[config.mk]
export PLATFORM = sky130hd
export DESIGN_NAME = wb_pkt_reader
export DESIGN_NICKNAME = d
export VERILOG_FILES = /design/src/source/mem_pkg.sv /design/src/source/wb_pkt_reader.sv
export VERILOG_INCLUDE_DIRS = /design/src /design/src/include
export SDC_FILE = /design/constraint.sdc
export NUM_CORES = 1
export LEC_CHECK = 0
export ABC_CLOCK_PERIOD_IN_PS = 8300
export BUFFER_PORTS_ARGS = -buffer_cell sky130_fd_sc_hd__buf_2
export CAP_MARGIN = 20
export CORE_MARGIN = 2
export CORE_UTILIZATION = 28
export DETAILED_ROUTE_END_ITERATION = 7
export PLACE_DENSITY = 0.54
export SETUP_SLACK_MARGIN = 0.15
export SYNTH_ARGS = -nofsm -noshare
export SYNTH_HDL_FRONTEND = slang
export SYNTH_SLANG_ARGS = --single-unit
[constraint.sdc]
create_clock -name clk -period 8.3 [get_ports clk]
set_input_delay 2.49 -clock clk [delete_from_list [all_inputs] [get_ports clk]]
set_output_delay 2.49 -clock clk [all_outputs]
set_load 0.01 [all_outputs]
[src/include/switch_defs.svh]
`ifndef SWITCH_DEFS_SVH
`define SWITCH_DEFS_SVH

////////////////////////////////////////////////////////////////////////////
// write port sizing.
////////////////////////////////////////////////////////////////////////////

// front-end packet buffer, in half-words.
`define BUF_DEPTH 64

// number of storage banks behind the matcher.
`define NUM_BANKS 4

// half-words per bank.
// bank space is never returned, so a bank only fills.
`define BANK_DEPTH 256

// entries in the descriptor FIFO read by the host.
`define DESC_DEPTH 16

`endif

[src/source/mem_pkg.sv]
`include "switch_defs.svh"

package mem_pkg;

    // matcher decision, suc is a single-cycle pulse.
    typedef struct packed {
        logic       suc;
        logic [1:0] bank;
    } match_t;

    // one stored packet, as seen by the host.
    typedef struct packed {
        logic [1:0] bank;
        logic [7:0] start;
        logic [8:0] len;
        logic [3:0] dest;
    } pkt_desc_t;

    // used half-words per bank.
    typedef struct packed {
        logic [`NUM_BANKS-1:0][8:0] used;
    } bank_fill_t;

endpackage

[src/source/wb_pkt_reader.sv]
`timescale 1ns/1ns

module wb_pkt_reader (
    input  logic               clk,
    input  logic               rst_n,
    input  logic               wb_cyc,
    input  logic               wb_stb,
    input  logic               wb_we,
    input  logic [11:0]        wb_adr,
    input  logic [31:0]        wb_dat_i,
    input  mem_pkg::pkt_desc_t desc_head,
    input  logic               desc_valid,
    input  logic [15:0]        rd_data,
    output logic [31:0]        wb_dat_o,
    output logic               wb_ack,
    output logic               desc_pop,
    output logic [1:0]         rd_bank,
    output logic [7:0]         rd_addr
);

    logic        req;
    logic        sel_desc;
    logic        sel_scratch;
    logic        sel_mem;
    // host scratch word at address 1.
    logic [31:0] scratch;

    // new request, the cycle before its ack.
    assign req = wb_cyc && wb_stb && !wb_ack;

    // word addresses.
    assign sel_desc    = wb_adr == 12'h000;
    assign sel_scratch = wb_adr == 12'h001;
    assign sel_mem     = wb_adr[11:10] != 2'b00;

    // bank memory has one cycle of read latency, same as the ack.
    assign rd_bank = wb_adr[9:8];
    assign rd_addr = wb_adr[7:0];

    // one pop per write cycle.
    assign desc_pop = req && wb_we && sel_desc;

    always_ff @(posedge clk) begin
        if (!rst_n) wb_ack <= 1'b0;
        else wb_ack <= req;
    end

    always_ff @(posedge clk) begin
        if (!rst_n) scratch <= '0;
        else if (req && wb_we && sel_scratch) scratch <= wb_dat_i;
    end

    // descriptor zero-extended, valid flag in bit 31.
    always_comb begin
        wb_dat_o = '0;
        if (sel_desc) wb_dat_o = {desc_valid, 8'h00, desc_valid ? desc_head : '0};
        else if (sel_scratch) wb_dat_o = scratch;
        else if (sel_mem) wb_dat_o = {16'h0000, rd_data};
    end

endmodule

## Word-level counts from Yosys, hierarchy flattened

Index checks and enable logic that the tools add are counted.

- Reduce and logical (&&, ||, !) cells: 8
- Multiplexer cells: 4
- Equal/unequal tests: 1

Operators with widths:

| kind | number |
|---|---|
| $mux W32 | 2 |
| $mux W23 | 1 |
| $mux W16 | 1 |
| $eq A12 B1 Y1 const B | 1 |
| $logic_not A12 Y1 | 1 |
| $logic_and A1 B1 Y1 | 5 |
| $reduce_bool A2 Y1 | 1 |
| $logic_not A1 Y1 | 1 |

- Bits of input ports: 89
- Output and inout bits: 44
- Flip-flop bits (word level): 33
- Word-level logic and storage cells: 15

## Longest topological paths before layout

Gate-level depths: netlist (run 1).

- Word-level depth: 4
- Mapped depth: 5
- Gate-level depth less buffers: 3

## Worst setup path before layout (run 1)

OpenSTA, ideal clock, no wires.

- Path type: input-to-output
- Start: in wb_adr[9]
- End: out wb_dat_o[22]
- Required time: 5.810 ns
- Stages: 4
- Slack: 2.079 ns
- Arrival time: 3.731 ns
- Cells stage by stage: nor4_1 -> and4_1 -> clkbuf_1 -> a32o_1

- Longest elaborated chain between the ends: 3

Ends and longest elaborated chain:

| what | RTL line | RTL |
|---|---|---|
| from (decl) | wb_pkt_reader.sv:9 | `input logic [11:0] wb_adr,` |
| $eq A12 B1 Y1 | wb_pkt_reader.sv:33 | `assign sel_scratch = wb_adr == 12'h001;` |
| $mux W32 | wb_pkt_reader.sv:57 | `else if (sel_scratch) wb_dat_o = scratch;` |
| $mux W32 (*) | wb_pkt_reader.sv:56 | `if (sel_desc) wb_dat_o = {desc_valid, 8'h00, desc_valid ? desc_head : '0};` |
| to (decl) | wb_pkt_reader.sv:14 | `output logic [31:0] wb_dat_o,` |

Every way passes the cells marked *; elsewhere a longest branch is shown, timed or not.

## Final worst setup path (run 1)

- Start: in wb_adr[8]
- End: out wb_dat_o[8]

Same word-level chain as after synthesis.

==> results.toml, run 1 <==
[outcome]
status = "finished clean"

[cells_and_area]
finalNonFillerCells = 467
drive_gt1_frac = 0.405
finalInstanceArea_sq_um = 2830
antenna_cells = 0
area_growth_pct = 38.8
num-nets-final = 456
fillers = 802

[critical_path]
crit_required_ps = 5810
cpMostUsedCell = "buf_2"
critPathLaunchType = "input port"
worstSetupPathType = "input port to primary output"
cp.buffers_inverters = 2
cp_max_fo = 22
cp_top_family = "simple AND/OR/NAND/NOR gates"
worstPathArrival_ps = 4530
crit_slowest_cell = "and4_1"
max_stage_delay_ps = 840
cp-end-kind = "primary output"
crit_chain = "buf_2 > nor3_2 > and4_1 > a221o_1 > buf_2"

[placement]
hpwl_microns = 4350
post_dp_cell_area_sq_um = 2690
gp_congestion = 0.689
dp.cells = 458
port_buffers = 132

[global_routing]
antenna_found_initial = 0
grt_pass1_vias = 1900
grt_pass1_wl_microns = 8980
overflow = 0
grt_max_degree = 66
grt.total_usage = 0.146

[cts]
cts_resized = 0
cts_tree = "done"
clk_latency_ps = 280
cts_inserted_buffers = 5
hold_buffers = 0
htree_levels = 2
clkSinkCount = 33
cts_root_buf = "clkbuf_8"
path_clk_slew_ps = 60
cts_setup_buffers = 0
clk_path_buf_depth = 2

[yosys]
syn-num-nets = 342
yosys_warnings = 0
netlist_area_sq_um = 2040
yosys-top-cells-count = "75 x nand2_1, 33 x dfxtp_1, 32 x mux2i_1"
syn_avg_cell_area_sq_um = 8.05
synth_top_area_share = 0.325
synth.area.top_cells = "dfxtp_1 32%, mux2i_1 16%, nand2_1 14%"
synthCells = 253
synthDistinctLibCells = 25
yosysSeqAreaShare = 0.325
async_reset_ff_frac = 0
ys_ff_latch = 33
yosysMostFrequentCell = "nand2_1"
synth_ff_type = "dfxtp_1"
yosys.area.top_type = "dfxtp_1"
synth-edff-count = 0

[floorplan]
core.rowCount = 31
io_pins = 133
core_sq_um = 7140
die_w_microns = 89.3
dieHeight_microns = 89.3
design.die.area_sq_um = 7970
start_util = 0.285

[timing]
slew-limit-headroom = 0.455
rsz0062_at_grt = "false"
clock_skew_ps = 6.18
final_hold_viol_count = 0
period_needed_ps = 7020
fin_crit_sh = 0.846
tns_ps = 0
setup_violations = 0
slew_viol_final = 0
fmax_mhz = 142
worst_pin_slew_ps = 812

[job]
drv_cap = 0

[power]
powerDensity_nw_per_um2 = 131
ir_worst_vdd_mv = 0.0737
power.leakage_uw = 0.00132

[routing]
postRouteAntennaNets = 0
drcViolationCount = 0
routedWlPerCell_microns = 12.7
first_pass_iters = 4
drt-total-wl_microns = 5920
dr_total_vias = 2130
drtIter0Drc = 46
vias_per_cell = 4.56

[min_path]
hold_class = "register to register"
final timing paths:
kind	start	endpoint	slack [ps]	depth (start not counted)
worst max-delay path	wb_adr[8]	wb_dat_o[8]	1280	5
worst min-delay path	scratch[9]	scratch[9]	460	2
worst max register to register	wb_ack	scratch[1]	6660	4
worst min register to register	scratch[9]	scratch[9]	460	2
sequential cells by signal (all words and copies together), names as in the netlist:
| register | flops |
|---|---|
| scratch | 32 |
| wb_ack | 1 |
report_power, final:
| part | internal (uW) | total [uW] | switching, uW |
|---|---|---|---|
| logic | 28.2 | 56.6 | 28.3 |
| registers | 158 | 159 | 0.108 |
| clock network | 97.9 | 156 | 58.4 |
| total | 285 | 371 | 86.8 |
worst min-delay path: cells and delay by family, from the launching register on:
kind / cells / cell delay (ps)
simple gates: 1 / 50
flops: 1 / 300
mux: 1 / 50
cells by family (layout without fill, tap and decap cells):
| kind of cell | Yosys count | in the layout | share of synthesized area |
|---|---|---|---|
| AO/OA/AOI/OAI | 24 | 24 | 0.103 |
| buffers and inverters | 39 | 154 | 0.103 |
| flip-flops | 33 | 33 | 0.325 |
| multiplexers | 32 | 32 | 0.157 |
| AND/OR/NAND/NOR | 125 | 125 | 0.313 |
final cells by class:
type	count	area (sq um)	area share
inverter	10	37.5	0.0133
multi-input combinational	181	1180	0.419
tap	99	124	0.0438
clock buffer	7	86.3	0.0306
sequential	33	661	0.234
clock inverter	1	30.0	0.0106
timing repair buffer	136	703	0.249
per-stage QoR:
stage	hold WS (ps)	power [uW]	setup slack (ps)	utilization
3_3_place_gp	439	218	1330	0.377
6_report	455	371	1280	0.396
3_5_place_dp	444	218	1240	0.377
2_1_floorplan	430	189	2080	-
5_1_grt	471	392	1080	0.396
4_1_cts	458	378	1240	0.393
layout by cell type, fill, tap and decap left out, types with 2 or more instances in the layout:
cell type / n
or4_4: 2
nand4_1: 11
a22o_1: 3
buf_2: 132
buf_4: 3
dfxtp_1: 33
nor4_2: 2
inv_1: 10
mux2i_1: 32
nand2_1: 75
and4_1: 2
and2_1: 24
and4b_1: 2
o211ai_1: 10
a221o_1: 6
a32o_1: 4
clkbuf_8: 6
routing by layer:
metal | routed length (microns) | share of wire | up-vias | global-route usage
li1 | - | - | 1090 | -
met1 | 2610 | 0.44 | 950 | 0.173
met2 | 2730 | 0.46 | 85 | 0.251
met3 | 525 | 0.089 | 5 | 0.0545
met4 | 58 | 0.0098 | 0 | 0.0366
met5 | 0 | 0 | - | 0
Note: power is estimated with default switching activity, not from simulation.
==> run 2, diff against run 1 <==
ABC_CLOCK_PERIOD_IN_PS = 6080   (was 8300)
PLACE_DENSITY = 0.56   (was 0.54)
clock period = 6.08 ns   (was 8.3 ns; I/O delays follow)
==> run 2 against run 1 <==
  * Power increased by 37%
  * Critical path depth rose by 1
  * Clock skew down 0.84 ps
  * Via count down 1.1%
  * Critical endpoint is now wb_dat_o[7]
  * Hold slack got worse by 1.7 ps
==> results.toml, run 2 (synthesis gave the netlist of run 1 again) <==
[floorplan]
start_util = 0.285
io_pins = 133
core_sq_um = 7140
dieHeight_microns = 89.3
core.rowCount = 31
design.die.area_sq_um = 7970
die_w_microns = 89.3

[routing]
dr_total_vias = 2107
vias_per_cell = 4.49
drtIter0Drc = 43
first_pass_iters = 4
drcViolationCount = 0
routedWlPerCell_microns = 12.4
drt-total-wl_microns = 5820
postRouteAntennaNets = 0

[placement]
port_buffers = 132
dp_worst_setup_slack_ps = 928
hpwl_microns = 4390
gp_congestion = 0.726
dp.cells = 460
post_dp_cell_area_sq_um = 2700

[timing]
fin_crit_sh = 0.844
slew-limit-headroom = 0.600
layout_setup_ws_ps = 946
final_hold_viol_count = 0
tns_ps = 0
rsz0062_at_grt = "false"
slew_viol_final = 0
fmax_mhz = 195
worst_pin_slew_ps = 599
clock_skew_ps = 5.34
period_needed_ps = 5130
setup_violations = 0

[global_routing]
grt_pass1_wl_microns = 8980
gr-usage-met3 = 0.0452
grt_pass1_vias = 1919
top_usage_layer = "met2"
use_met2 = 0.242
antenna_found_initial = 0
overflow = 0
grt.total_usage = 0.144
grt_max_degree = 66
met1_usage = 0.177

[critical_path]
crit_chain = "buf_2 > nor4_2 > buf_4 > and4_1 > a221o_1 > buf_2"
cpMostUsedCell = "buf_2"
cp_max_fo = 14
cp.buffers_inverters = 3
crit_required_ps = 4260
worstSetupPathType = "input port to primary output"
worstPathArrival_ps = 3310
max_stage_delay_ps = 520
crit_slowest_cell = "and4_1"
cp_top_family = "simple AND/OR/NAND/NOR gates"
startpoint = "wb_adr[7]"
worstReg2RegStart = "wb_ack"
cp-end-kind = "primary output"
critPathLaunchType = "input port"

[cells_and_area]
area_growth_pct = 39.8
finalInstanceArea_sq_um = 2850
num-nets-final = 458
final_common_cell = "buf_2"
largest_reg_flops = 32
finalNonFillerCells = 469
fillers = 756
regMostFlops = "scratch"
drive_gt1_frac = 0.408
final_util = 0.399
final_cell_mix = "132 x buf_2, 75 x nand2_1, 33 x dfxtp_1, 32 x mux2i_1, 24 x and2_1"
antenna_cells = 0
largest_registers = "scratch (32), wb_ack (1)"

[job]
drv_cap = 0

[cts]
hold_buffers = 0
clk_path_buf_depth = 2
clkSinkCount = 33
htree_levels = 2
cts_root_buf = "clkbuf_8"
path_clk_slew_ps = 70
clk_latency_ps = 280
cts_inserted_buffers = 5
cts_setup_buffers = 0
cts_resized = 0
cts_tree = "done"

[power]
power_frac_comb = 0.152
p_seq_frac = 0.426
powerDensity_nw_per_um2 = 178
power.leakage_uw = 0.00133
switchingPower_uw = 119
ir_worst_vdd_mv = 0.0996
p_sw_frac = 0.234
p_int_uw = 389
clock_power_share = 0.421

[min_path]
min_from = "scratch[9]"
hold_class = "register to register"

[outcome]
status = "finished clean"
## run 2: layout make-up
class | instances | area (sq um) | share of cell area
Tap cell | 99 | 124 | 0.0435
Timing Repair Buffer | 138 | 726 | 0.255
Multi-Input combinational cell | 181 | 1180 | 0.414
Sequential cell | 33 | 661 | 0.232
Clock buffer | 6 | 82.6 | 0.0290
Inverter | 10 | 37.5 | 0.0132
Clock inverter | 2 | 37.5 | 0.0132
## run 2: metrics by stage
stage               total power (uW)  hold slack [ps]
floorplan                        258              430
CTS                              516              457
global route                     537              464
global placement                 297              438
finish                           508              453
detailed placement               298              443
## run 2: final timing paths
check / to / slack (ps) / cells after the start
setup / recovery: wb_dat_o[7] / 950 / 6
hold / removal: scratch[9] / 450 / 2
setup reg to reg: scratch[4] / 4430 / 4
hold reg to reg: scratch[9] / 450 / 2
## run 2: per-layer routing
| layer | up-vias | wire length [microns] |
|---|---|---|
| met1 | 912 | 2530 |
| met5 | - | 0 |
| met4 | 0 | 49 |
| met3 | 4 | 575 |
| met2 | 98 | 2660 |
| li1 | 1093 | - |
## run 2: worst register-to-register path: stages, from the launching register on
cell      delay (ps)
dfxtp_1          310
nand4b_1         240
nor4_4           240
buf_4            510
mux2i_1          270
## run 2: power by group through the flow
| stage | sequential, uW | combinational [uW] | clock (uW) |
|---|---|---|---|
| floorplan | 222 | 36.7 | 0 |
| global placement | 221 | 75.1 | 0 |
| detailed placement | 221 | 76.5 | 0 |
| CTS | 216 | 76.6 | 223 |
| global route | 216 | 87.2 | 233 |
| finish | 216 | 77.4 | 214 |
