## config.mk

```make
export PLATFORM = sky130hd
export DESIGN_NAME = port_wr_frontend
export DESIGN_NICKNAME = d
export VERILOG_FILES = /design/src/source/pkt_pkg.sv /design/src/source/mem_pkg.sv /design/src/source/port_wr_frontend.sv
export VERILOG_INCLUDE_DIRS = /design/src /design/src/include
export SDC_FILE = /design/constraint.sdc
export NUM_CORES = 1
export LEC_CHECK = 0
export BUFFER_PORTS_ARGS = -buffer_cell sky130_fd_sc_hd__buf_2
export CELL_PAD_IN_SITES_DETAIL_PLACEMENT = 2
export CELL_PAD_IN_SITES_GLOBAL_PLACEMENT = 2
export CORE_MARGIN = 8
export CORE_UTILIZATION = 39
export CTS_CLUSTER_SIZE = 40
export DETAILED_ROUTE_END_ITERATION = 12
export GPL_ROUTABILITY_DRIVEN = 0
export GPL_TIMING_DRIVEN = 0
export PLACE_DENSITY = 0.74
export SLEW_MARGIN = 20
export SYNTH_ARGS = -nofsm -noshare
export SYNTH_HDL_FRONTEND = slang
export SYNTH_SLANG_ARGS = --single-unit
export TNS_END_PERCENT = 1
```

## constraint.sdc

```tcl
create_clock -name clk -period 3 [get_ports clk]
set_input_delay 0.15 -clock clk [delete_from_list [all_inputs] [get_ports clk]]
set_output_delay 0.15 -clock clk [all_outputs]
set_load 0.01 [all_outputs]
```

## src/include/switch_defs.svh

```systemverilog
`ifndef SWITCH_DEFS_SVH
`define SWITCH_DEFS_SVH

////////////////////////////////////////////////////////////////////////////
// write port sizing.
////////////////////////////////////////////////////////////////////////////

// front-end packet buffer, in half-words.
`define BUF_DEPTH 64

// number of storage banks behind the matcher.
`define NUM_BANKS 4

// half-words per bank.
// bank space is never returned, so a bank only fills.
`define BANK_DEPTH 256

// entries in the descriptor FIFO read by the host.
`define DESC_DEPTH 16

`endif

```

## src/source/pkt_pkg.sv

```systemverilog
package pkt_pkg;

    // first half-word of a packet.
    // length counts half-words, header included.
    typedef struct packed {
        logic [8:0] len;
        logic [2:0] rsvd;
        logic [3:0] dest;
    } pkt_hdr_t;

    // one half-word off the write bus.
    // the header view only means something on the first word of a packet.
    typedef union packed {
        pkt_hdr_t    hdr;
        logic [15:0] raw;
    } pkt_word_u;

    // stream from the front-end buffer to the bank writer.
    typedef struct packed {
        logic        vld;
        logic [15:0] data;
        logic        eop;
    } xfer_t;

endpackage

```

## src/source/mem_pkg.sv

```systemverilog
`include "switch_defs.svh"

package mem_pkg;

    // matcher decision, suc is a single-cycle pulse.
    typedef struct packed {
        logic       suc;
        logic [1:0] bank;
    } match_t;

    // one stored packet, as seen by the host.
    typedef struct packed {
        logic [1:0] bank;
        logic [7:0] start;
        logic [8:0] len;
        logic [3:0] dest;
    } pkt_desc_t;

    // used half-words per bank.
    typedef struct packed {
        logic [`NUM_BANKS-1:0][8:0] used;
    } bank_fill_t;

endpackage

```

## src/source/port_wr_frontend.sv

```systemverilog
`timescale 1ns/1ns
`include "switch_defs.svh"

module port_wr_frontend (
    input  logic               clk,
    input  logic               rst_n,
    input  logic               wr_sop,
    input  logic               wr_eop,
    input  logic               wr_vld,
    input  pkt_pkg::pkt_word_u wr_data,
    input  mem_pkg::match_t    match,
    output logic               pause,
    output logic               match_enable,
    output pkt_pkg::pkt_hdr_t  hdr,
    output logic               ready_to_xfer,
    output pkt_pkg::xfer_t     xfer
);

    localparam int PTR_W = $clog2(`BUF_DEPTH);

    // write side, idle -> sop seen -> writing -> length reached.
    typedef enum logic [1:0] {WR_IDLE, WR_SOP, WR_DATA, WR_DONE} wr_state_t;
    // transfer side, stall means the buffer ran dry mid-packet.
    typedef enum logic [1:0] {XF_IDLE, XF_SEND, XF_STALL} xf_state_t;

    wr_state_t        wr_state;
    xf_state_t        xf_state;

    logic [15:0]      buffer [`BUF_DEPTH];
    logic [PTR_W-1:0] wr_ptr;
    logic [PTR_W-1:0] xfer_ptr;
    logic [PTR_W-1:0] wr_ptr_pls_1;
    logic [PTR_W-1:0] wr_ptr_pls_2;
    logic [PTR_W-1:0] wr_ptr_pls_3;
    logic [PTR_W-1:0] xfer_ptr_pls_1;
    // msb set means no packet end is known yet.
    logic [PTR_W:0]   end_ptr;
    logic [8:0]       wr_length;
    logic             pst_match;
    logic             hdr_wr;
    logic             data_wr;
    logic             last_wr;
    logic             last_rd;
    logic             near_full;
    logic             busy;

    assign wr_ptr_pls_1   = wr_ptr + PTR_W'(1);
    assign wr_ptr_pls_2   = wr_ptr + PTR_W'(2);
    assign wr_ptr_pls_3   = wr_ptr + PTR_W'(3);
    assign xfer_ptr_pls_1 = xfer_ptr + PTR_W'(1);

    // the header is the word written while in sop state.
    assign hdr_wr  = (wr_state == WR_SOP) && wr_vld;
    assign data_wr = (wr_state == WR_DATA) && wr_vld;
    // last half-word of the packet, by the length field.
    assign last_wr = (hdr_wr && wr_data.hdr.len == 9'd1) ||
                     (data_wr && (wr_length + 9'd1) == hdr.len);
    assign last_rd = (xf_state == XF_SEND) && ({1'b0, xfer_ptr_pls_1} == end_ptr);

    ////////////////////////////////////////////////////////////////////////////
    // write side.
    ////////////////////////////////////////////////////////////////////////////

    always_ff @(posedge clk) begin
        if (!rst_n) begin
            wr_state <= WR_IDLE;
        end else begin
            case (wr_state)
                WR_IDLE: if (wr_sop) wr_state <= WR_SOP;
                WR_SOP: begin
                    if (last_wr) wr_state <= WR_DONE;
                    else if (hdr_wr) wr_state <= WR_DATA;
                end
                WR_DATA: if (last_wr) wr_state <= WR_DONE;
                // a new sop may share the cycle with eop.
                WR_DONE: begin
                    if (wr_sop) wr_state <= WR_SOP;
                    else if (wr_eop) wr_state <= WR_IDLE;
                end
                default: wr_state <= WR_IDLE;
            endcase
        end
    end

    // words outside a packet are dropped.
    always_ff @(posedge clk) begin
        if (hdr_wr || data_wr) buffer[wr_ptr] <= wr_data.raw;
    end

    always_ff @(posedge clk) begin
        if (!rst_n) begin
            wr_ptr    <= '0;
            wr_length <= '0;
        end else if (hdr_wr) begin
            wr_ptr    <= wr_ptr_pls_1;
            wr_length <= 9'd1;
        end else if (data_wr) begin
            wr_ptr    <= wr_ptr_pls_1;
            wr_length <= wr_length + 9'd1;
        end
    end

    // header decode.
    always_ff @(posedge clk) begin
        if (hdr_wr) hdr <= wr_data.hdr;
    end

    // end position is known as the last word goes in.
    always_ff @(posedge clk) begin
        if (!rst_n) end_ptr <= {1'b1, {PTR_W{1'b0}}};
        else if (last_wr) end_ptr <= {1'b0, wr_ptr_pls_1};
        else if (last_rd) end_ptr <= {1'b1, {PTR_W{1'b0}}};
    end

    ////////////////////////////////////////////////////////////////////////////
    // matching and transfer.
    ////////////////////////////////////////////////////////////////////////////

    always_ff @(posedge clk) begin
        if (!rst_n) match_enable <= 1'b0;
        else if (hdr_wr) match_enable <= 1'b1;
        else if (match.suc) match_enable <= 1'b0;
    end

    // holds a success that lands while the previous packet still drains.
    always_ff @(posedge clk) begin
        if (!rst_n) pst_match <= 1'b0;
        else if (ready_to_xfer) pst_match <= 1'b0;
        else if (match.suc) pst_match <= 1'b1;
    end

    assign ready_to_xfer = (xf_state == XF_IDLE) && (match.suc || pst_match);

    always_ff @(posedge clk) begin
        if (!rst_n) begin
            xf_state <= XF_IDLE;
        end else begin
            case (xf_state)
                XF_IDLE: if (ready_to_xfer) xf_state <= XF_SEND;
                XF_SEND: begin
                    if (last_rd) xf_state <= XF_IDLE;
                    else if (xfer_ptr_pls_1 == wr_ptr) xf_state <= XF_STALL;
                end
                XF_STALL: if (xfer_ptr != wr_ptr) xf_state <= XF_SEND;
                default: xf_state <= XF_IDLE;
            endcase
        end
    end

    // one half-word per cycle in send state.
    always_ff @(posedge clk) begin
        if (!rst_n) begin
            xfer_ptr <= '0;
            xfer.vld <= 1'b0;
            xfer.eop <= 1'b0;
        end else if (xf_state == XF_SEND) begin
            xfer_ptr  <= xfer_ptr_pls_1;
            xfer.vld  <= 1'b1;
            xfer.data <= buffer[xfer_ptr];
            xfer.eop  <= last_rd;
        end else begin
            xfer.vld <= 1'b0;
            xfer.eop <= 1'b0;
        end
    end

    // near full leaves room for two half-words already in flight.
    assign near_full = (wr_ptr_pls_1 == xfer_ptr) ||
                       (wr_ptr_pls_2 == xfer_ptr) ||
                       (wr_ptr_pls_3 == xfer_ptr);

    // a packet is unmatched or still leaving the buffer.
    // the next header waits so the bank fill is current when it is matched.
    assign busy = match_enable || pst_match || (xf_state != XF_IDLE) || xfer.vld;

    always_ff @(posedge clk) begin
        if (!rst_n) pause <= 1'b0;
        else pause <= near_full || ((wr_state != WR_DATA) && busy);
    end

endmodule

```

# After elaboration in Yosys (flattened, before gate mapping)
# Memory sizes are Yosys's and may differ from the RTL's. A register that Yosys moved wholly into a read port is not among the register bits.
# Cells that the tools add are included.
[word_totals]
regBits = 53
mem_bits_rw = 1024
output_inout_bits = 37
memories = 1
[memory_table]
columns = ["name", "depth", "width", "read_ports", "rd_clocked_by_memory_dff", "wr", "line_no", "source"]
rows = [
  ["buffer", 64, 16, 1, 1, 1, "port_wr_frontend.sv:29", "logic [15:0] buffer [`BUF_DEPTH];"],
]
[classes]
add_sub_neg = 5
n_eq_ne = 21
mux = 23
n_bitwise = 1
n_reduce_logical = 27
[op_table]
columns = ["cell", "n"]
rows = [
  ["$eq A6 B6 Y1", 4],
  ["$mux W2", 10],
  ["$mux W7", 2],
  ["$add A6 B1 Y6 const B", 2],
  ["$add A6 B2 Y6 const B", 2],
  ["$mux W6", 2],
  ["$ne A2 B2 Y1 const B", 5],
  ["$add A9 B1 Y9 const B", 1],
  ["$eq A9 B1 Y1 const B", 1],
  ["$eq A9 B9 Y1", 1],
  ["$logic_or A1 B1 Y1", 9],
  ["$pmux W2 S4", 1],
  ["$reduce_bool A2 Y1", 4],
  ["$eq A6 B7 Y1", 1],
  ["$logic_and A1 B1 Y1", 7],
  ["$mux W1", 7],
  ["$eq A2 B2 Y1 const B", 3],
  ["$ne A3 B3 Y1 const B", 2],
  ["$ne A6 B6 Y1", 1],
  ["$pmux W2 S3", 1],
  ["$eq A2 B1 Y1 const B", 2],
  ["$logic_not A2 Y1", 2],
  ["$reduce_and A4 Y1", 1],
  ["$reduce_or A2 Y1", 2],
  ["other kinds (4)", 4],
]

# Logic depth before layout (Yosys ltp)
[depth]
ltp_word = 6
depth_mapped = 9

# Worst setup path before layout
# OpenSTA, ideal clock, no wires.
[synth_timing]
path_type = "reg2reg"
start = "register xfer_ptr[0]"
end = "register, netlist name xfer[10]"
setup_time_ps = 272
arrival_time_ps = 2424
setup_slack_ps = 304
stages_incl_launch_ff = 6
path_buffers = 2
period_less_slack_ps = 2696
cell_sequence = "dfxtp_1 > buf_6 > clkbuf_1 > mux4_2 > mux4_2 > mux4_2"
[synth_lines]
columns = ["element", "line_no", "source"]
rows = [
  ["start: declaration", "port_wr_frontend.sv:31", "logic [PTR_W-1:0] xfer_ptr;"],
  ["start signal: assignment", "port_wr_frontend.sv:157", "xfer_ptr <= xfer_ptr_pls_1;"],
]

==> summary.txt <==
Finish
  • Fin nets: 2178
  • Area grow syn2layout: 17.78%
  • Layout cells sized above 1: 35.09%
  • Final Non-Filler Cells: 3653
  • Cell area after layout: 50260 um^2
  • Fillcell total: 9585

Logic synthesis
  • Primary FF master, synth: edfxtp_1
  • Synth cell types: 60
  • Post-synth top area share: 74.31%
  • Sequential fraction of the synthesis area: 76.05%
  • Net Count, Synth: 1935
  • Post-Syn Area: 42670 um^2
  • Syn Inst Count: 1898
  • Synthesized flop and latch total: 1093
  • Syn. warnings: 0
  • Post-synth ARST share: 0%
  • Mean Syn Cell Area: 22.48 um^2
  • EDFF count, synth: 1056
  • Area leader, netlist: edfxtp_1
  • Synth top area cells: edfxtp_1 (74%), mux4_2 (18%), dfxtp_1 (1.7%), nor2_1 (0.87%), xnor2_1 (0.70%)

Detailed routing
  • Vias post-DR: 21560
  • Number of remaining DRC errors: 0
  • Routed WL: 133600 um
  • Routed Antenna Nets: 0
  • Drt wl/cell: 36.56 um
  • Drt first-iter violations: 2149
  • Via-to-Cell Ratio: 5.902
  • First-pass detailed-route iteration total: 7

Die
  • Die area: 120300 um^2
  • Initial Utilization: 39.26%
  • Ports: 61
  • Num rows: 121
  • Die Span Y: 346.8 um
  • Core box area: 108700 um^2
  • Die extent in x: 346.8 um

Timing
  • Final setup vio count: 1
  • RSZ-0062 raised after global routing: true
  • Final period utilization: 101.4%
  • Crit path time final: 3.041 ns
  • Relative slew slack: 33.84%
  • Final hold slack: 0.03417 ns
  • Clock Skew: 0.03070 ns
  • Fin. max-slew vios: 0
  • Fmax: 0.3288 GHz
  • Fin worst setup slack: -0.04134 ns
  • Final Hold Fails: 0
  • Worst-margin pin slew: 0.9924 ns

Clocking
  • Clock sinks: 1093
  • CTS tree: yes
  • Worst skew pair latency: 0.69 ns
  • Number of CTS-inserted buffers: 114
  • H-tree levels: 3
  • Max clock buf depth: 3
  • Clock slew at reported path FFs: 0.06 ns
  • Root buf cell: clkbuf_16

GRT
  • Initial antenna violation count: 4
  • Gr busiest metal: met2
  • Met1 GRT Util: 27.34%
  • M2 GR Usage: 39.38%
  • Largest net degree at the start of global routing: 67
  • Grt total ovfl: 0
  • Vias in the first global route: 23720
  • First-pass GRT wire length: 188300 um
  • Overall routing resource usage: 21.83%
  • GR Layer Usage met3: 3.431%

Critical path
  • Crit path top cell by count: mux4_2
  • CP Launch Type: register
  • Setup CP Type: register to register
  • Required time of the worst setup path: 3.40 ns
  • Worst setup EP type: register
  • Worst Path Buf+Inv: 2
  • CP top delay family: multiplexers
  • CP max FO: 10
  • CP max stage delay: 0.61 ns
  • Arr. time, crit path: 3.44 ns
  • CP cell instances: buf_4 > clkbuf_1 > mux4_2 > mux4_2 > mux4_2
  • Worst path slowest cell: clkbuf_1

Worst hold path
  • HP Class: primary input to register

Placed design
  • Port Buf Inserts: 57
  • Setup slack after placement: -1.076 ns
  • Placed cell area: 45760 um^2
  • HPWL after detailed placement: 88220 um
  • Inst Count DP: 3431

Run status
  • Failing checks: negative setup slack
  • Status: complete, but fails checks

Pwr
  • Power consumption: 0.03803 W
  • PwrDens: 756.6 nW/um^2
  • Worst ir drop on vdd: 427.6 uV
  • Pleak: 15.32 nW

Run
  • MaxCap Viol Count: 0
## registers in the layout, summed over array words and instances (netlist names)
signal,cells
xfer_ptr,6
wr_length,9
pst_match,1
buffer,1024
hdr,16
pause,1
wr_ptr,6
end_ptr,7
wr_state,2
xf_state,2
match_enable,1
xfer,18
## area by class of cell
cell class | count | area [um^2] | share of cell area (%)
diodes | 2 | 5.005 | 0.009958
plain buffers | 101 | 820.8 | 1.633
clock buffers | 143 | 3025 | 6.020
clock inverters | 69 | 790.8 | 1.573
inverters | 13 | 48.80 | 0.09709
multi-input cells | 691 | 10080 | 20.06
flip-flops and latches | 1093 | 32450 | 64.58
well taps | 1414 | 1769 | 3.520
repair buffers | 127 | 1260 | 2.507
## cells in the mapped netlist, drive strengths merged, types with 7 or more instances
cell	n
ha	13
inv	11
nor3	14
xor2	16
mux2i	11
edfxtp	1056
nor2	99
clkbuf	58
mux4	336
nand2	42
a21oi	16
dfxtp	37
o21ai	16
nand4	7
buf	43
nand3	17
xnor2	34
## final timing paths
path | slack, ns | to | startpoint | cells past startpoint
min | 0.03 | hdr[15] | wr_data[15] | 1
max | -0.04 | xfer[5] | xfer_ptr[1] | 5
min reg2reg | 0.50 | end_ptr[0] | end_ptr[0] | 2
max reg2reg | -0.04 | xfer[5] | xfer_ptr[1] | 5
## placed cells by master, fill, tap and decap left out, types with 5 or more instances in the layout
master         netlist  layout
edfxtp_1          1056    1056
mux4_2             336     336
clkbuf_16            0     117
buf_2               19      57
clkbuf_1            58      47
buf_6                3      42
nand2_1             41      37
nor2_2               0      36
dfxtp_1             37      36
xnor2_1             34      34
nor2_1              99      33
nor2_4               0      30
buf_8                0      28
clkinv_1             2      23
clkinv_2             0      23
buf_4                9      22
bufinv_16            0      18
clkbuf_2             0      16
xor2_1              16      16
a21oi_1             16      16
nor3_1              14      14
buf_12               0      13
o21ai_0             13      13
ha_1                13      13
nand3_1             17      12
clkbuf_4             0      11
mux2i_1             11      11
inv_1               10      10
nand4_1              7       7
clkbuf_8             0       5
nand2_2              1       5
nand3_2              0       5
or3_1                5       5
nor2b_1              5       5
dlygate4sd3_1        0       5
## stage by stage
stage / setup TNS [ns] / util (%)
2_1_floorplan: 0 / -
3_3_place_gp: -632.38 / 41.15
3_5_place_dp: -101.04 / 42.10
4_1_cts: -113.87 / 46.03
5_1_grt: -4.647 / 46.23
6_report: -0.04134 / 46.24
## layer usage
metal	vias up	routed length [um]
li1	8510	-
met1	11990	51210
met2	879	70680
met3	185	8176
met4	0	3497
met5	-	0
## cell families (layout without fill, tap and decap cells)
family | Yosys count | in the layout | share of synthesized area (%)
xor gates and xnor gates | 50 | 50 | 1.026
buffers and inverters | 114 | 453 | 1.190
AOI/OAI and AO/OA | 64 | 64 | 1.020
muxes | 347 | 347 | 17.99
adders and majority gates | 13 | 13 | 0.3812
other | 0 | 2 | 0
DFF | 1093 | 1093 | 76.05
and+or+nand+nor | 217 | 217 | 2.340
## where the power goes
part / internal (W) / switching, W / leakage, nW
clock: 0.00866 / 0.00607 / 1.86
sequential: 0.0170 / 0.000115 / 9.80
combinational: 0.00283 / 0.00339 / 3.66
## repair_timing
| item | 4_1_cts | 5_1_grt |
|---|---|---|
| resized for setup | 137 | 53 |
| buffers inserted | 1 | 1 |
| hold endpoints to repair | 11 | 4 |
| hold buffers | 4 | 1 |
| endpoints found under the setup margin | 880 | 837 |
| pin swaps | 6 | 6 |
No activity file was read; power rests on OpenSTA's default activity.
