`src/include/switch_defs.svh`:
```
`ifndef SWITCH_DEFS_SVH
`define SWITCH_DEFS_SVH

////////////////////////////////////////////////////////////////////////////
// write port sizing.
////////////////////////////////////////////////////////////////////////////

// front-end packet buffer, in half-words.
`define BUF_DEPTH 64

// number of storage banks behind the matcher.
`define NUM_BANKS 4

// half-words per bank.
// bank space is never returned, so a bank only fills.
`define BANK_DEPTH 256

// entries in the descriptor FIFO read by the host.
`define DESC_DEPTH 16

`endif

```
`src/source/pkt_pkg.sv`:
```
package pkt_pkg;

    // first half-word of a packet.
    // length counts half-words, header included.
    typedef struct packed {
        logic [8:0] len;
        logic [2:0] rsvd;
        logic [3:0] dest;
    } pkt_hdr_t;

    // one half-word off the write bus.
    // the header view only means something on the first word of a packet.
    typedef union packed {
        pkt_hdr_t    hdr;
        logic [15:0] raw;
    } pkt_word_u;

    // stream from the front-end buffer to the bank writer.
    typedef struct packed {
        logic        vld;
        logic [15:0] data;
        logic        eop;
    } xfer_t;

endpackage

```
`src/source/mem_pkg.sv`:
```
`include "switch_defs.svh"

package mem_pkg;

    // matcher decision, suc is a single-cycle pulse.
    typedef struct packed {
        logic       suc;
        logic [1:0] bank;
    } match_t;

    // one stored packet, as seen by the host.
    typedef struct packed {
        logic [1:0] bank;
        logic [7:0] start;
        logic [8:0] len;
        logic [3:0] dest;
    } pkt_desc_t;

    // used half-words per bank.
    typedef struct packed {
        logic [`NUM_BANKS-1:0][8:0] used;
    } bank_fill_t;

endpackage

```
`src/source/sram_matcher.sv`:
```
`timescale 1ns/1ns
`include "switch_defs.svh"

module sram_matcher (
    input  logic                clk,
    input  logic                rst_n,
    input  logic                match_enable,
    input  pkt_pkg::pkt_hdr_t   hdr,
    input  mem_pkg::bank_fill_t fill,
    output mem_pkg::match_t     match
);

    // wide enough for a completely empty bank.
    localparam int FREE_W = $clog2(`BANK_DEPTH) + 2;

    logic [FREE_W-1:0]     free_space [`NUM_BANKS];
    logic [`NUM_BANKS-1:0] fits;
    logic [FREE_W-1:0]     best_free;
    logic [1:0]            best_bank;
    logic                  found;
    // set once this packet has been given a bank.
    logic                  matched;

    ////////////////////////////////////////////////////////////////////////////
    // bank choice.
    ////////////////////////////////////////////////////////////////////////////

    // most free space wins.
    // strict compare keeps the lowest index on a tie.
    always_comb begin
        found     = 1'b0;
        best_free = '0;
        best_bank = '0;
        for (int b = 0; b < `NUM_BANKS; b++) begin
            free_space[b] = FREE_W'(`BANK_DEPTH) - FREE_W'(fill.used[b]);
            fits[b]       = free_space[b] >= FREE_W'(hdr.len);
            if (fits[b] && (!found || free_space[b] > best_free)) begin
                found     = 1'b1;
                best_free = free_space[b];
                best_bank = 2'(b);
            end
        end
    end

    // decision one cycle after enable.
    // with no room it simply keeps trying.
    always_ff @(posedge clk) begin
        if (!rst_n) begin
            match   <= '0;
            matched <= 1'b0;
        end else begin
            match.suc <= 1'b0;
            if (!match_enable) begin
                matched <= 1'b0;
            end else if (!matched && found) begin
                match.suc  <= 1'b1;
                match.bank <= best_bank;
                matched    <= 1'b1;
            end
        end
    end

endmodule

```
`config.mk`:
```
export PLATFORM = sky130hd
export DESIGN_NAME = sram_matcher
export DESIGN_NICKNAME = d
export VERILOG_FILES = /design/src/source/pkt_pkg.sv /design/src/source/mem_pkg.sv /design/src/source/sram_matcher.sv
export VERILOG_INCLUDE_DIRS = /design/src /design/src/include
export SDC_FILE = /design/constraint.sdc
export NUM_CORES = 1
export LEC_CHECK = 0
export BUFFER_PORTS_ARGS = -buffer_cell sky130_fd_sc_hd__buf_2
export CELL_PAD_IN_SITES_DETAIL_PLACEMENT = 1
export CELL_PAD_IN_SITES_GLOBAL_PLACEMENT = 1
export CORE_ASPECT_RATIO = 1.2
export CORE_UTILIZATION = 26
export CTS_BUF_LIST = sky130_fd_sc_hd__clkbuf_4
export CTS_CLUSTER_SIZE = 14
export DETAILED_ROUTE_END_ITERATION = 8
export HOLD_SLACK_MARGIN = 0.02
export PLACE_DENSITY_LB_ADDON = 0.1
export SYNTH_ARGS = -nofsm -noshare
export SYNTH_HDL_FRONTEND = slang
export SYNTH_SLANG_ARGS = --single-unit
```
`constraint.sdc`:
```
create_clock -name clk -period 10.8 [get_ports clk]
set_input_delay 0.54 -clock clk [delete_from_list [all_inputs] [get_ports clk]]
set_output_delay 0.54 -clock clk [all_outputs]
set_load 0.01 [all_outputs]
```
Word level (Yosys, flattened, before mapping)
Index checks and enable logic that the tools add are counted.
{"block": "word_totals", "reg_bits": 4, "inputBits": 55, "out_inout_bits": 3, "word_cells": 38}
{"block": "classes", "addsub": 4, "order_cmp": 7, "n_mux": 11, "reduce_logical": 13}
{"cell": "10-bit by 9-bit >= comparator with 1-bit output", "n": 4}
{"cell": "9-bit by 9-bit subtractor with 10-bit output (first input constant)", "n": 4}
{"cell": "10-bit greater-than comparator", "n": 3}
{"cell": "10-bit two-way mux", "n": 3}
{"cell": "1-bit two-way mux", "n": 5}
{"cell": "1-bit logical AND", "n": 4}
{"cell": "1-bit zero test", "n": 4}
{"cell": "2-bit two-way mux", "n": 2}
{"cell": "2-bit AND reduction", "n": 2}
{"cell": "1-bit logical OR", "n": 3}
{"cell": "3-bit two-way mux", "n": 1}

Logic depth before layout (Yosys ltp)
Gate-level depths: netlist (run 1).
{"block": "logic_depth", "word_depth": 17, "ltp_mapped": 34, "depth_no_buf": 31}

Least setup slack after synthesis (run 1)
No wires, ideal clock.
{"block": "synth_path", "path_kind": "input-to-reg", "start": "input port fill[0] (netlist bit)", "end": "register match[0] (netlist bit)", "setup_time_ps": 134, "t_arrival_ps": 7514, "t_required_ps": 10666, "setup_slack_ps": 3152, "path_stages": 33, "n_path_buf": 3, "cell_sequence": "inv_1 > ha_1 > or4b_2 > nor2_1 > xor2_1 > ha_1 > nand4_1 > o311ai_1 > clkbuf_1 > nand2_1 > ha_1 > a21oi_1 > o21ai_0 > a2111oi_0 > o21ai_0 > clkbuf_1 > and3_1 > nor2_1 > ha_1 > a21o_1 > a21o_1 > a221oi_1 > a32o_1 > clkbuf_1 > a211o_1 > o31ai_1 > ha_1 > a21o_1 > a21oi_1 > a21oi_1 > or4b_2 > a32oi_1 > a31oi_1"}
{"block": "synth_via", "elab_chain_cells": 17, "elab_cells_between_ends": 26, "cone_classes": "add/sub: 1; order compare: 4; mux: 10; reduce/logical: 11"}
{"element": "start, declared", "line": "sram_matcher.sv:9", "rtl": "input mem_pkg::bank_fill_t fill,"}
{"element": "9-bit by 9-bit subtractor with 10-bit output *", "line": "sram_matcher.sv:35", "rtl": "free_space[b] = FREE_W'(`BANK_DEPTH) - FREE_W'(fill.used[b]);"}
{"element": "10-bit by 9-bit >= comparator with 1-bit output", "line": "sram_matcher.sv:36", "rtl": "fits[b] = free_space[b] >= FREE_W'(hdr.len);"}
{"element": "10-bit two-way mux / 1-bit two-way mux (equally long branches)", "line": "sram_matcher.sv:37", "rtl": "if (fits[b] && (!found || free_space[b] > best_free)) begin"}
{"element": "10-bit greater-than comparator / 1-bit zero test (equally long branches)", "line": "sram_matcher.sv:37"}
{"element": "1-bit logical OR", "line": "sram_matcher.sv:37"}
{"element": "1-bit logical AND", "line": "sram_matcher.sv:37"}
{"element": "10-bit two-way mux / 1-bit two-way mux (equally long branches)", "line": "sram_matcher.sv:37"}
{"element": "10-bit greater-than comparator / 1-bit zero test (equally long branches)", "line": "sram_matcher.sv:37"}
{"element": "1-bit logical OR", "line": "sram_matcher.sv:37"}
{"element": "1-bit logical AND", "line": "sram_matcher.sv:37"}
{"element": "10-bit two-way mux / 1-bit two-way mux (equally long branches)", "line": "sram_matcher.sv:37"}
{"element": "10-bit greater-than comparator / 1-bit zero test (equally long branches)", "line": "sram_matcher.sv:37"}
{"element": "1-bit logical OR", "line": "sram_matcher.sv:37"}
{"element": "1-bit logical AND", "line": "sram_matcher.sv:37"}
{"element": "1-bit two-way mux", "line": "sram_matcher.sv:37"}
{"element": "1-bit logical AND", "line": "sram_matcher.sv:55", "rtl": "end else if (!matched && found) begin"}
{"element": "2-bit AND reduction (no source line)"}
{"element": "end, declared", "line": "sram_matcher.sv:10", "rtl": "output mem_pkg::match_t match"}
Mark *: on every way between the ends. The rest lies on a longest branch, timed or not.
A chain may end at the register's enable or synchronous reset.

Final worst setup path (run 1)
{"block": "layout_path", "start": "input port fill[0] (netlist bit)", "end": "register match[1] (netlist bit)"}
The elaborated chain is that of the path after synthesis.

==> results.py, run 1 <==
metrics = {
    "final_layout": {
        "syn_to_layout_area_delta_pct": 15.6,
        "layout-drive-gt1-share": 0.168,
        "fill_cells": 1220,
        "antenna_cells_inserted": 0,
        "final_common_cell": "sky130_fd_sc_hd__ha_1",
        "mostFrequentLayoutCells": "70 x sky130_fd_sc_hd__ha_1, 50 x sky130_fd_sc_hd__buf_2, 22 x sky130_fd_sc_hd__nand2_1, 22 x sky130_fd_sc_hd__a21oi_1, 22 x sky130_fd_sc_hd__nor2_1",
        "fin_nets": 513,
    },
    "synth": {
        "synth-edff-count": 0,
        "synth-adder-area-share": 0.335,
        "yosysTopAreaCellShare": 0.335,
        "syn_avg_cell_area_um2": 7.71,
        "synth_seq_area_share": 0.0306,
        "synth-seq-cells": 4,
        "syn-cell-area_um2": 2610,
        "post-synth-top-area-cell": "sky130_fd_sc_hd__ha_1",
        "proportion_of_register_bits_with_asynchronous_set_or_reset_after_synthesis": 0,
        "yosys_warnings": 0,
        "synth_simple_gate_area_frac": 0.236,
        "synth.area.mux_share": 0,
        "synth_top_family_by_area": "adder cells",
        "syn-num-nets": 464,
        "gate_count_of_the_mapped_netlist": 339,
        "yosys-top-cells-area": "sky130_fd_sc_hd__ha_1 34%, sky130_fd_sc_hd__xnor2_1 6.4%, sky130_fd_sc_hd__a21oi_1 4.2%, sky130_fd_sc_hd__nand2_1 3.2%, sky130_fd_sc_hd__nor2_1 3.2%",
        "post_synth_xor_area_fraction": 0.0938,
        "synthDistinctLibCells": 47,
        "synth_compound_area_frac": 0.264,
        "synthFlopType": "sky130_fd_sc_hd__dfxtp_1",
    },
    "detailed_routing": {
        "routedWlPerCell_um": 17.5,
        "via_count": 2718,
        "drc": 0,
        "ant_nets": 0,
        "viasPerCell": 5.34,
        "drt_first_pass_iters": 4,
        "drtIter0Drc": 44,
        "routed_wirelength_um": 8920,
    },
    "floorplan": {
        "std_cell_rows": 39,
        "initial_utilization": 0.271,
        "die_height_um": 112,
        "die_w_um": 93.5,
        "io_pins": 58,
        "placeableCoreArea_um2": 9660,
        "fp.dieArea_um2": 10500,
    },
    "global_routing": {
        "maximum_number_of_pins_on_one_net_before_global_route_repair": 21,
        "globalRouteTotalUtil": 0.178,
        "number_of_global_route_vias_before_repair": 2833,
        "grt_antenna_before_repair": 0,
        "grt_overflow_total": 0,
        "grt_first_pass_wirelength_um": 14600,
    },
    "sta": {
        "final.hold.worst_slack_ns": 0.509,
        "timing.slew.headroom": 0.319,
        "layout_worst_path_cycle_share": 0.808,
        "finalCriticalPeriod_ns": 8.73,
        "skew_ns": 0.000995,
        "tightest_slew_ns": 1.01,
        "grt_setup_unrepaired": "false",
        "tns_ns": 0,
        "finalHoldViolCount": 0,
        "final_report_max_slew_violation_count": 0,
        "final-setup-viol-count": 0,
        "achievable-frequency_ghz": 0.115,
    },
    "clock_tree": {
        "clock_latency_ns": 0.23,
        "cts_hold_buf": 0,
        "tritoncts": "done",
        "cts_root_buf": "sky130_fd_sc_hd__clkbuf_4",
        "cts_buffer_depth": 2,
        "tritoncts.num_buffers": 3,
        "cts_post_setup_buffers_inserted": 0,
        "numClockSinks": 4,
        "cts.reportedPaths.clkPinSlew_ns": 0.04,
        "cts_max_level": 1,
        "post_cts_resized": 0,
    },
    "setup_path": {
        "cpMostUsedCell": "sky130_fd_sc_hd__ha_1",
        "worstSetupEndpointType": "register",
        "setup.worst_path.start_class": "input pin",
        "worst_ep_arrival_time_ns": 8.83,
        "setup.worst_path.class": "input pin to register",
        "critPathMaxFanout": 12,
        "slowest_stage": "sky130_fd_sc_hd__o21ai_0",
        "highest_cell_delay_on_the_worst_timing_path_ns": 0.82,
        "worstPathRequired_ns": 10.90,
    },
    "run": {
        "max-cap-violations": 0,
    },
    "place": {
        "gpl.final_weighted_congestion": 0.816,
        "dpl.hpwl_um": 7680,
        "port_buffers": 50,
    },
    "outcome": {
        "outcome": "complete, no violations",
    },
    "power": {
        "cell_area_power_density_nw_per_um2": 73.7,
        "total_power_uw": 223,
        "p_leak_uw": 0.00143,
        "vdd_ir_drop_max_mv": 0.0218,
    },
    "min_path": {
        "min_path_type": "register to register",
    },
}
-- metrics by stage --
step | std cells | utilization | setup slack (ns) | area (µm²)
2_1_floorplan | 339 | - | 3.15 | 2610
3_3_place_gp | 506 | 0.310 | 1.96 | 3000
3_5_place_dp | 506 | 0.310 | 1.88 | 3000
4_1_cts | 509 | 0.313 | 2.13 | 3020
5_1_grt | 509 | 0.313 | 1.45 | 3020
6_report | 509 | 0.313 | 2.07 | 3020
-- area by class of cell --
cell class                      count  area (µm²)  share of cell area
Clock buffer                        3        22.5             0.00746
Multi-Input combinational cell    307        2430               0.804
Inverter                           21        78.8              0.0261
Sequential cell                     4        80.1              0.0265
Tap cell                          123         154              0.0510
Timing Repair Buffer               51         258              0.0853
-- path summary, 6_finish.rpt --
kind | startpoint | cells past startpoint | end | slack (ns)
worst max-delay path | fill[0] | 33 | match[1]$_SDFFE_PN0P_ | 2.07
worst max register to register | matched$_SDFFE_PN0P_ | 4 | match[1]$_SDFFE_PN0P_ | 9.75
worst min-delay path | matched$_SDFFE_PN0P_ | 1 | matched$_SDFFE_PN0P_ | 0.51
worst min register to register | matched$_SDFFE_PN0P_ | 1 | matched$_SDFFE_PN0P_ | 0.51
-- cells in the mapped netlist (2+ instances only) --
library cell               count
sky130_fd_sc_hd__ha_1         70
sky130_fd_sc_hd__a21oi_1      22
sky130_fd_sc_hd__nand2_1      22
sky130_fd_sc_hd__nor2_1       22
sky130_fd_sc_hd__inv_1        21
sky130_fd_sc_hd__xnor2_1      19
sky130_fd_sc_hd__o21ai_0      13
sky130_fd_sc_hd__nor3_1       12
sky130_fd_sc_hd__a21o_1       10
sky130_fd_sc_hd__and3_1       10
sky130_fd_sc_hd__nand4_1       9
sky130_fd_sc_hd__xor2_1        9
sky130_fd_sc_hd__a211o_1       8
sky130_fd_sc_hd__o31ai_1       8
sky130_fd_sc_hd__a211oi_1      6
sky130_fd_sc_hd__clkbuf_1      6
sky130_fd_sc_hd__and4_1        5
sky130_fd_sc_hd__nand2b_1      5
sky130_fd_sc_hd__nor4_1        5
sky130_fd_sc_hd__o211ai_1      5
sky130_fd_sc_hd__a31oi_1       4
sky130_fd_sc_hd__dfxtp_1       4
sky130_fd_sc_hd__nor2b_1       4
sky130_fd_sc_hd__o21a_1        4
sky130_fd_sc_hd__or3_1         4
sky130_fd_sc_hd__nand3_1       3
sky130_fd_sc_hd__a21boi_0      2
sky130_fd_sc_hd__a32oi_1       2
sky130_fd_sc_hd__and2_1        2
sky130_fd_sc_hd__nor3b_1       2
sky130_fd_sc_hd__o41ai_1       2
sky130_fd_sc_hd__or2_2         2
sky130_fd_sc_hd__or4_4         2
sky130_fd_sc_hd__or4b_2        2
-- power breakdown --
group	leakage, µW	internal [µW]	switching (µW)
clock	0.0000138	12.4	5.97
sequential	0.0000332	16.2	0.816
combinational	0.00138	77.1	110
-- cell families (layout without fill, tap and decap cells) --
family	count (synthesis)	in the layout
flops	4	4
buf+inv	28	75
xor+xnor	28	28
fa+ha+maj	70	70
compound gates	96	96
simple gates	113	113
-- layer usage --
layer  GRT usage  wire [µm]  vias up
met2       0.343       4590       41
met4      0.0164         50        0
met3     0.00205        142        4
met5           0          0        -
li1            -          -     1387
met1       0.226       4130     1286
-- critical path: cells and delay by family --
family / cells / cell delay [ns]
fa+ha+maj: 5 / 1.33
simple gates: 7 / 2.14
buf+inv: 3 / 0.39
xor+xnor: 1 / 0.26
compound gates: 17 / 4.15
-- registers in the layout, summed over array words and instances, names as in the netlist --
name	cells
match	3
matched	1
(Power assumes the default switching activity.)
==> inputs of run 2 (changes only) <==
--- a/config.mk
+++ b/config.mk
@@ -6,6 +6,7 @@
 export SDC_FILE = /design/constraint.sdc
 export NUM_CORES = 1
 export LEC_CHECK = 0
+export ABC_AREA = 1
 export BUFFER_PORTS_ARGS = -buffer_cell sky130_fd_sc_hd__buf_2
 export CELL_PAD_IN_SITES_DETAIL_PLACEMENT = 1
 export CELL_PAD_IN_SITES_GLOBAL_PLACEMENT = 1
==> constraint.sdc (replaced) <==
create_clock -name clk -period 8.1 [get_ports clk]
set_input_delay 0.405 -clock clk [delete_from_list [all_inputs] [get_ports clk]]
set_output_delay 0.405 -clock clk [all_outputs]
set_load 0.01 [all_outputs]
==> results.py, run 2 <==
metrics = {
    "outcome": {
        "outcome": "complete, no violations",
    },
    "synth": {
        "syn-num-nets": 574,
        "synth-edff-count": 0,
        "yosys_warnings": 0,
        "gate_count_of_the_mapped_netlist": 449,
        "synthMostInstantiatedCell": "sky130_fd_sc_hd__nand2_1",
        "synth-seq-cells": 4,
        "synthDistinctLibCells": 31,
        "proportion_of_register_bits_with_asynchronous_set_or_reset_after_synthesis": 0,
        "synthFlopType": "sky130_fd_sc_hd__dfxtp_1",
        "synth_seq_area_share": 0.0286,
        "commonest_cells_in_the_netlist": "120 x sky130_fd_sc_hd__nand2_1, 85 x sky130_fd_sc_hd__inv_1, 70 x sky130_fd_sc_hd__ha_1",
        "yosysTopAreaCellShare": 0.312,
        "syn-cell-area_um2": 2800,
        "syn_avg_cell_area_um2": 6.24,
        "yosys-top-cells-area": "sky130_fd_sc_hd__ha_1 31%, sky130_fd_sc_hd__nand2_1 16%, sky130_fd_sc_hd__inv_1 11%, sky130_fd_sc_hd__xor2_1 5.6%, sky130_fd_sc_hd__o21ai_2 5.3%",
        "post-synth-top-area-cell": "sky130_fd_sc_hd__ha_1",
    },
    "place": {
        "gpl.final_weighted_congestion": 0.754,
        "setup_slack_after_placement_ns": 1.32,
        "dpl.hpwl_um": 7530,
        "port_buffers": 50,
    },
    "floorplan": {
        "initial_utilization": 0.267,
        "placeableCoreArea_um2": 10500,
        "die_w_um": 96.8,
        "die_height_um": 116,
        "fp.dieArea_um2": 11200,
        "io_pins": 58,
        "std_cell_rows": 41,
    },
    "power": {
        "power.combinational.fraction": 0.845,
        "cellInternalPower_uw": 136,
        "total_power_uw": 307,
        "share_seq_of_total_power": 0.073,
        "vdd_ir_drop_max_mv": 0.0211,
        "p_leak_uw": 0.00191,
        "power.switching_uw": 170,
        "cell_area_power_density_nw_per_um2": 95.9,
        "power_frac_clock": 0.083,
        "power.share.switching": 0.555,
    },
    "clock_tree": {
        "cts_buffer_depth": 2,
        "cts.reportedPaths.clkPinSlew_ns": 0.04,
        "clock_latency_ns": 0.24,
        "cts_max_level": 1,
        "numClockSinks": 4,
        "tritoncts.num_buffers": 3,
        "post_cts_resized": 0,
        "cts_root_buf": "sky130_fd_sc_hd__clkbuf_4",
        "cts_hold_buf": 0,
        "tritoncts": "done",
        "cts_post_setup_buffers_inserted": 0,
    },
    "final_layout": {
        "final_core_utilization": 0.304,
        "syn_to_layout_area_delta_pct": 14.0,
        "largest_register_ff_count": 3,
        "final_common_cell": "sky130_fd_sc_hd__nand2_1",
        "layout-drive-gt1-share": 0.177,
        "fill_cells": 1399,
        "mostFrequentLayoutCells": "120 x sky130_fd_sc_hd__nand2_1, 85 x sky130_fd_sc_hd__inv_1, 70 x sky130_fd_sc_hd__ha_1",
        "top_register": "match",
        "largestRegisters": "match: 3 flops, matched: 1 flops",
        "fin_nets": 625,
        "antenna_cells_inserted": 0,
    },
    "global_routing": {
        "gr-usage-met2": 0.310,
        "globalRouteMet3Util": 0.0115,
        "grt_first_pass_wirelength_um": 14200,
        "globalRouteTotalUtil": 0.155,
        "busiest_layer": "met2",
        "gr-usage-met1": 0.182,
        "number_of_global_route_vias_before_repair": 3101,
        "grt_overflow_total": 0,
        "grt_antenna_before_repair": 0,
        "maximum_number_of_pins_on_one_net_before_global_route_repair": 22,
    },
    "detailed_routing": {
        "drtIter0Drc": 28,
        "routedWlPerCell_um": 13.1,
        "drt_first_pass_iters": 3,
        "ant_nets": 0,
        "viasPerCell": 4.60,
        "via_count": 2887,
        "routed_wirelength_um": 8190,
        "drc": 0,
    },
    "sta": {
        "finalCriticalPeriod_ns": 6.42,
        "final_report_max_slew_violation_count": 0,
        "tns_ns": 0,
        "final.hold.worst_slack_ns": 0.415,
        "finalHoldViolCount": 0,
        "tightest_slew_ns": 0.467,
        "skew_ns": 0.00562,
        "setup_ws_ns": 1.68,
        "final-setup-viol-count": 0,
        "layout_worst_path_cycle_share": 0.793,
        "grt_setup_unrepaired": "false",
        "achievable-frequency_ghz": 0.156,
        "timing.slew.headroom": 0.688,
    },
    "setup_path": {
        "worst_ep_arrival_time_ns": 6.54,
        "slowest_stage": "sky130_fd_sc_hd__ha_1",
        "critPathMaxFanout": 21,
        "critical-path-top-delay-family": "simple AND/OR/NAND/NOR gates",
        "cpMostUsedCell": "sky130_fd_sc_hd__nand2_1",
        "setup.worst_path.start_class": "input pin",
        "worstSetupEndpointType": "register",
        "worstPathRequired_ns": 8.22,
        "ff2ff_path_depth": 4,
        "setup.worst_path.class": "input pin to register",
        "highest_cell_delay_on_the_worst_timing_path_ns": 0.32,
        "reg2reg_slack_ns": 7.23,
        "regToRegStartpoint": "matched$_SDFFE_PN0P_",
        "cp.buffers_inverters": 5,
        "r2r_end": "match[1]$_SDFFE_PN0P_",
    },
    "min_path": {
        "hold_start": "rst_n",
        "terminating_pin_of_the_worst_hold_path": "match[2]$_SDFF_PN0_",
        "min_path_type": "input pin to register",
        "hold-path-cell-count": 3,
    },
    "run": {
        "max-cap-violations": 0,
    },
}
run 2: changes by cell type after synthesis, sizes merged, moves of 11 or more:
cell   change
inv       +68
nand2    +105
nand3     +11
nor2      +14
o21ai     +12
xnor2     -11
run 2: kinds of logic after synthesis:
kind of cell               Yosys count  synth area share
and+or+nand+nor                    196             0.306
AOI/OAI and AO/OA                   59             0.137
adders and majority gates           70             0.312
xor gates and xnor gates            26            0.0812
DFF                                  4            0.0286
buffers and inverters               94             0.136
run 2: worst max-delay path by stage:
| stage | start | cells after the start | to | slack, ns |
|---|---|---|---|---|
| 6_report | fill[0] | 47 | match[1]$_SDFFE_PN0P_ | 1.68 |
| 5_1_grt | fill[0] | 47 | match[1]$_SDFFE_PN0P_ | 0.91 |
| 4_1_cts | fill[0] | 47 | match[1]$_SDFFE_PN0P_ | 1.54 |
| 3_5_place_dp | fill[0] | 47 | match[1]$_SDFFE_PN0P_ | 1.32 |
| 3_3_place_gp | fill[0] | 48 | match[0]$_SDFFE_PN0P_ | 1.46 |
| 2_1_floorplan | fill[0] | 49 | match[0]$_SDFFE_PN0P_ | 2.73 |
run 2: stage by stage:
stage / std cells / instance area [µm²]
after floorplan: 449 / 2800
after global placement: 624 / 3170
after detailed placement: 624 / 3170
after CTS: 627 / 3200
after global routing: 627 / 3200
final: 627 / 3200
run 2: per-layer routing:
metal,routed length (µm),vias to the layer above
met5,0,-
met4,95,0
met3,149,4
met2,4190,43
met1,3760,1300
li1,-,1540
run 2: worst reg2reg max path: cells and delay by family (launching register included):
family / cells / cell delay (ns)
flops: 1 / 0.30
compound gates: 1 / 0.15
simple gates: 3 / 0.31
run 2: power by group through the flow:
stage / combinational [µW] / clock [µW] / sequential, µW
floorplan: 196 / 0 / 23.4
global placement: 256 / 0 / 22.6
detailed placement: 265 / 0 / 22.7
CTS: 266 / 26.6 / 22.4
global route: 306 / 29.0 / 22.6
finish: 259 / 25.3 / 22.4
run 2: final cells by class:
type                       count  area (µm²)  share of cell area
multi-input combinational    351        2340               0.733
clock buffer                   3        22.5             0.00705
timing repair buffer          50         250              0.0783
sequential                     4        80.1              0.0250
tap                          129         161              0.0505
inverter                      90         339               0.106
==> inputs of run 3 (changes only) <==
--- a/config.mk
+++ b/config.mk
@@ -6,7 +6,7 @@
 export SDC_FILE = /design/constraint.sdc
 export NUM_CORES = 1
 export LEC_CHECK = 0
-export ABC_AREA = 1
+export ABC_AREA = 0
 export BUFFER_PORTS_ARGS = -buffer_cell sky130_fd_sc_hd__buf_2
 export CELL_PAD_IN_SITES_DETAIL_PLACEMENT = 1
 export CELL_PAD_IN_SITES_GLOBAL_PLACEMENT = 1
==> constraint.sdc (replaced) <==
create_clock -name clk -period 6.2 [get_ports clk]
set_input_delay 0.31 -clock clk [delete_from_list [all_inputs] [get_ports clk]]
set_output_delay 0.31 -clock clk [all_outputs]
set_load 0.01 [all_outputs]
==> results.py, run 3 (same netlist as run 1, synthesis figures left out) <==
metrics = {
    "outcome": {
        "outcome": "finished, violations left",
        "failed_checks": "setup timing",
    },
    "floorplan": {
        "die_w_um": 93.5,
        "initial_utilization": 0.271,
        "placeableCoreArea_um2": 9660,
        "die_height_um": 112,
        "std_cell_rows": 39,
        "io_pins": 58,
        "fp.dieArea_um2": 10500,
    },
    "power": {
        "cell_area_power_density_nw_per_um2": 136,
        "vdd_ir_drop_max_mv": 0.0481,
        "p_leak_uw": 0.00205,
        "total_power_uw": 593,
    },
    "detailed_routing": {
        "routedWlPerCell_um": 17.1,
        "routed_wirelength_um": 10600,
        "drtIter0Drc": 40,
        "drt_first_pass_iters": 4,
        "viasPerCell": 5.15,
        "drc": 0,
        "ant_nets": 0,
        "via_count": 3185,
    },
    "place": {
        "port_buffers": 50,
        "setup_slack_after_placement_ns": -1.24,
        "gpl.final_weighted_congestion": 0.881,
        "dpl.hpwl_um": 9190,
    },
    "global_routing": {
        "globalRouteTotalUtil": 0.212,
        "maximum_number_of_pins_on_one_net_before_global_route_repair": 21,
        "grt_first_pass_wirelength_um": 17200,
        "number_of_global_route_vias_before_repair": 3424,
        "grt_antenna_before_repair": 0,
        "grt_overflow_total": 0,
    },
    "final_layout": {
        "top_register": "match",
        "antenna_cells_inserted": 0,
        "largest_register_ff_count": 3,
        "fin_nets": 622,
        "layout-drive-gt1-share": 0.467,
        "syn_to_layout_area_delta_pct": 66.5,
        "final_common_cell": "sky130_fd_sc_hd__buf_4",
        "largestRegisters": "match: 3 flops, matched: 1 flops",
        "mostFrequentLayoutCells": "104 x sky130_fd_sc_hd__buf_4, 60 x sky130_fd_sc_hd__ha_1, 47 x sky130_fd_sc_hd__buf_2",
    },
    "sta": {
        "achievable-frequency_ghz": 0.147,
        "final-setup-viol-count": 2,
        "layout_worst_path_cycle_share": 1.10,
        "setup_ws_ns": -0.601,
        "finalCriticalPeriod_ns": 6.80,
        "finalHoldViolCount": 0,
        "tightest_slew_ns": 0.656,
        "final_report_max_slew_violation_count": 0,
        "skew_ns": 0.00547,
        "grt_setup_unrepaired": "true",
        "final.hold.worst_slack_ns": 0.307,
        "timing.slew.headroom": 0.560,
    },
    "setup_path": {
        "setup.worst_path.start_class": "input pin",
        "worstSetupEndpointType": "register",
        "setup.worst_path.class": "input pin to register",
        "critPathMaxFanout": 5,
        "worstPathRequired_ns": 6.31,
        "ff2ff_path_depth": 4,
        "slowest_stage": "sky130_fd_sc_hd__or4_4",
        "worst_ep_arrival_time_ns": 6.92,
        "highest_cell_delay_on_the_worst_timing_path_ns": 0.56,
    },
    "clock_tree": {
        "cts_buffer_depth": 2,
        "tritoncts": "done",
        "cts.reportedPaths.clkPinSlew_ns": 0.04,
        "clock_latency_ns": 0.25,
        "cts_root_buf": "sky130_fd_sc_hd__clkbuf_4",
        "numClockSinks": 4,
        "tritoncts.num_buffers": 3,
        "cts_max_level": 1,
        "cts_hold_buf": 0,
    },
    "run": {
        "max-cap-violations": 0,
    },
    "min_path": {
        "hold-path-cell-count": 2,
        "min_path_type": "input pin to register",
    },
}
[run 3: changes by cell type in the layout (fill, tap and decap cells not counted), moves of 11 or more]
cell / before / now
sky130_fd_sc_hd__a21oi_1: 25 / 14
sky130_fd_sc_hd__buf_4: 0 / 104
sky130_fd_sc_hd__inv_1: 85 / 19
sky130_fd_sc_hd__nand2_1: 120 / 14
sky130_fd_sc_hd__nand3_1: 14 / 2
sky130_fd_sc_hd__nor2_1: 36 / 18
sky130_fd_sc_hd__o21ai_2: 17 / 1
[run 3: final timing paths]
| kind | from | endpoint | slack [ns] |
|---|---|---|---|
| setup / recovery | fill[3] | match[0]$_SDFFE_PN0P_ | -0.60 |
| hold / removal | match_enable | matched$_SDFFE_PN0P_ | 0.31 |
| setup reg to reg | matched$_SDFFE_PN0P_ | match[1]$_SDFFE_PN0P_ | 5.16 |
| hold reg to reg | matched$_SDFFE_PN0P_ | matched$_SDFFE_PN0P_ | 0.51 |
[run 3: stage by stage]
stage | area, µm² | util | cells | setup TNS (ns)
floorplan | 2850 | - | 339 | -0.453
global placement | 3980 | 0.412 | 604 | -2.23
detailed placement | 3980 | 0.412 | 604 | -2.47
CTS | 4250 | 0.440 | 615 | -1.17
global route | 4350 | 0.451 | 618 | -1.82
finish | 4350 | 0.451 | 618 | -1.19
[run 3: timing repair]
action | in CTS | in global routing
pin swaps | 21 | 18
setup endpoints to repair | 2 | 2
gates cloned | 2 | 0
buffers inserted | 6 | 4
gates resized for setup | 36 | 17
[run 3: where the power goes]
part           internal, µW  switching (µW)  total (µW)
Sequential             28.3            1.26        29.5
Clock                  21.8            12.8        34.6
Combinational           268             261         529
Total                   318             275         593
[run 3: critical path: cells and delay by family]
kind / cells / cell delay [ns]
buf+inv: 5 / 0.76
fa+ha+maj: 4 / 1.13
compound gates: 12 / 2.31
simple gates: 11 / 2.28
xor+xnor: 1 / 0.13
[run 3: final cells by class]
type,instances,area (µm²)
timing repair buffer,159,1130
fill,1180,5310
clock buffer,3,22.5
inverter,21,88.8
tap,123,154
sequential,4,80.1
multi-input combinational,308,2880
[run 3: layer usage]
layer	global-route usage	wire [µm]
met4	0.0585	204
met1	0.242	4320
met5	0	0
met2	0.419	5910
met3	0.00546	153
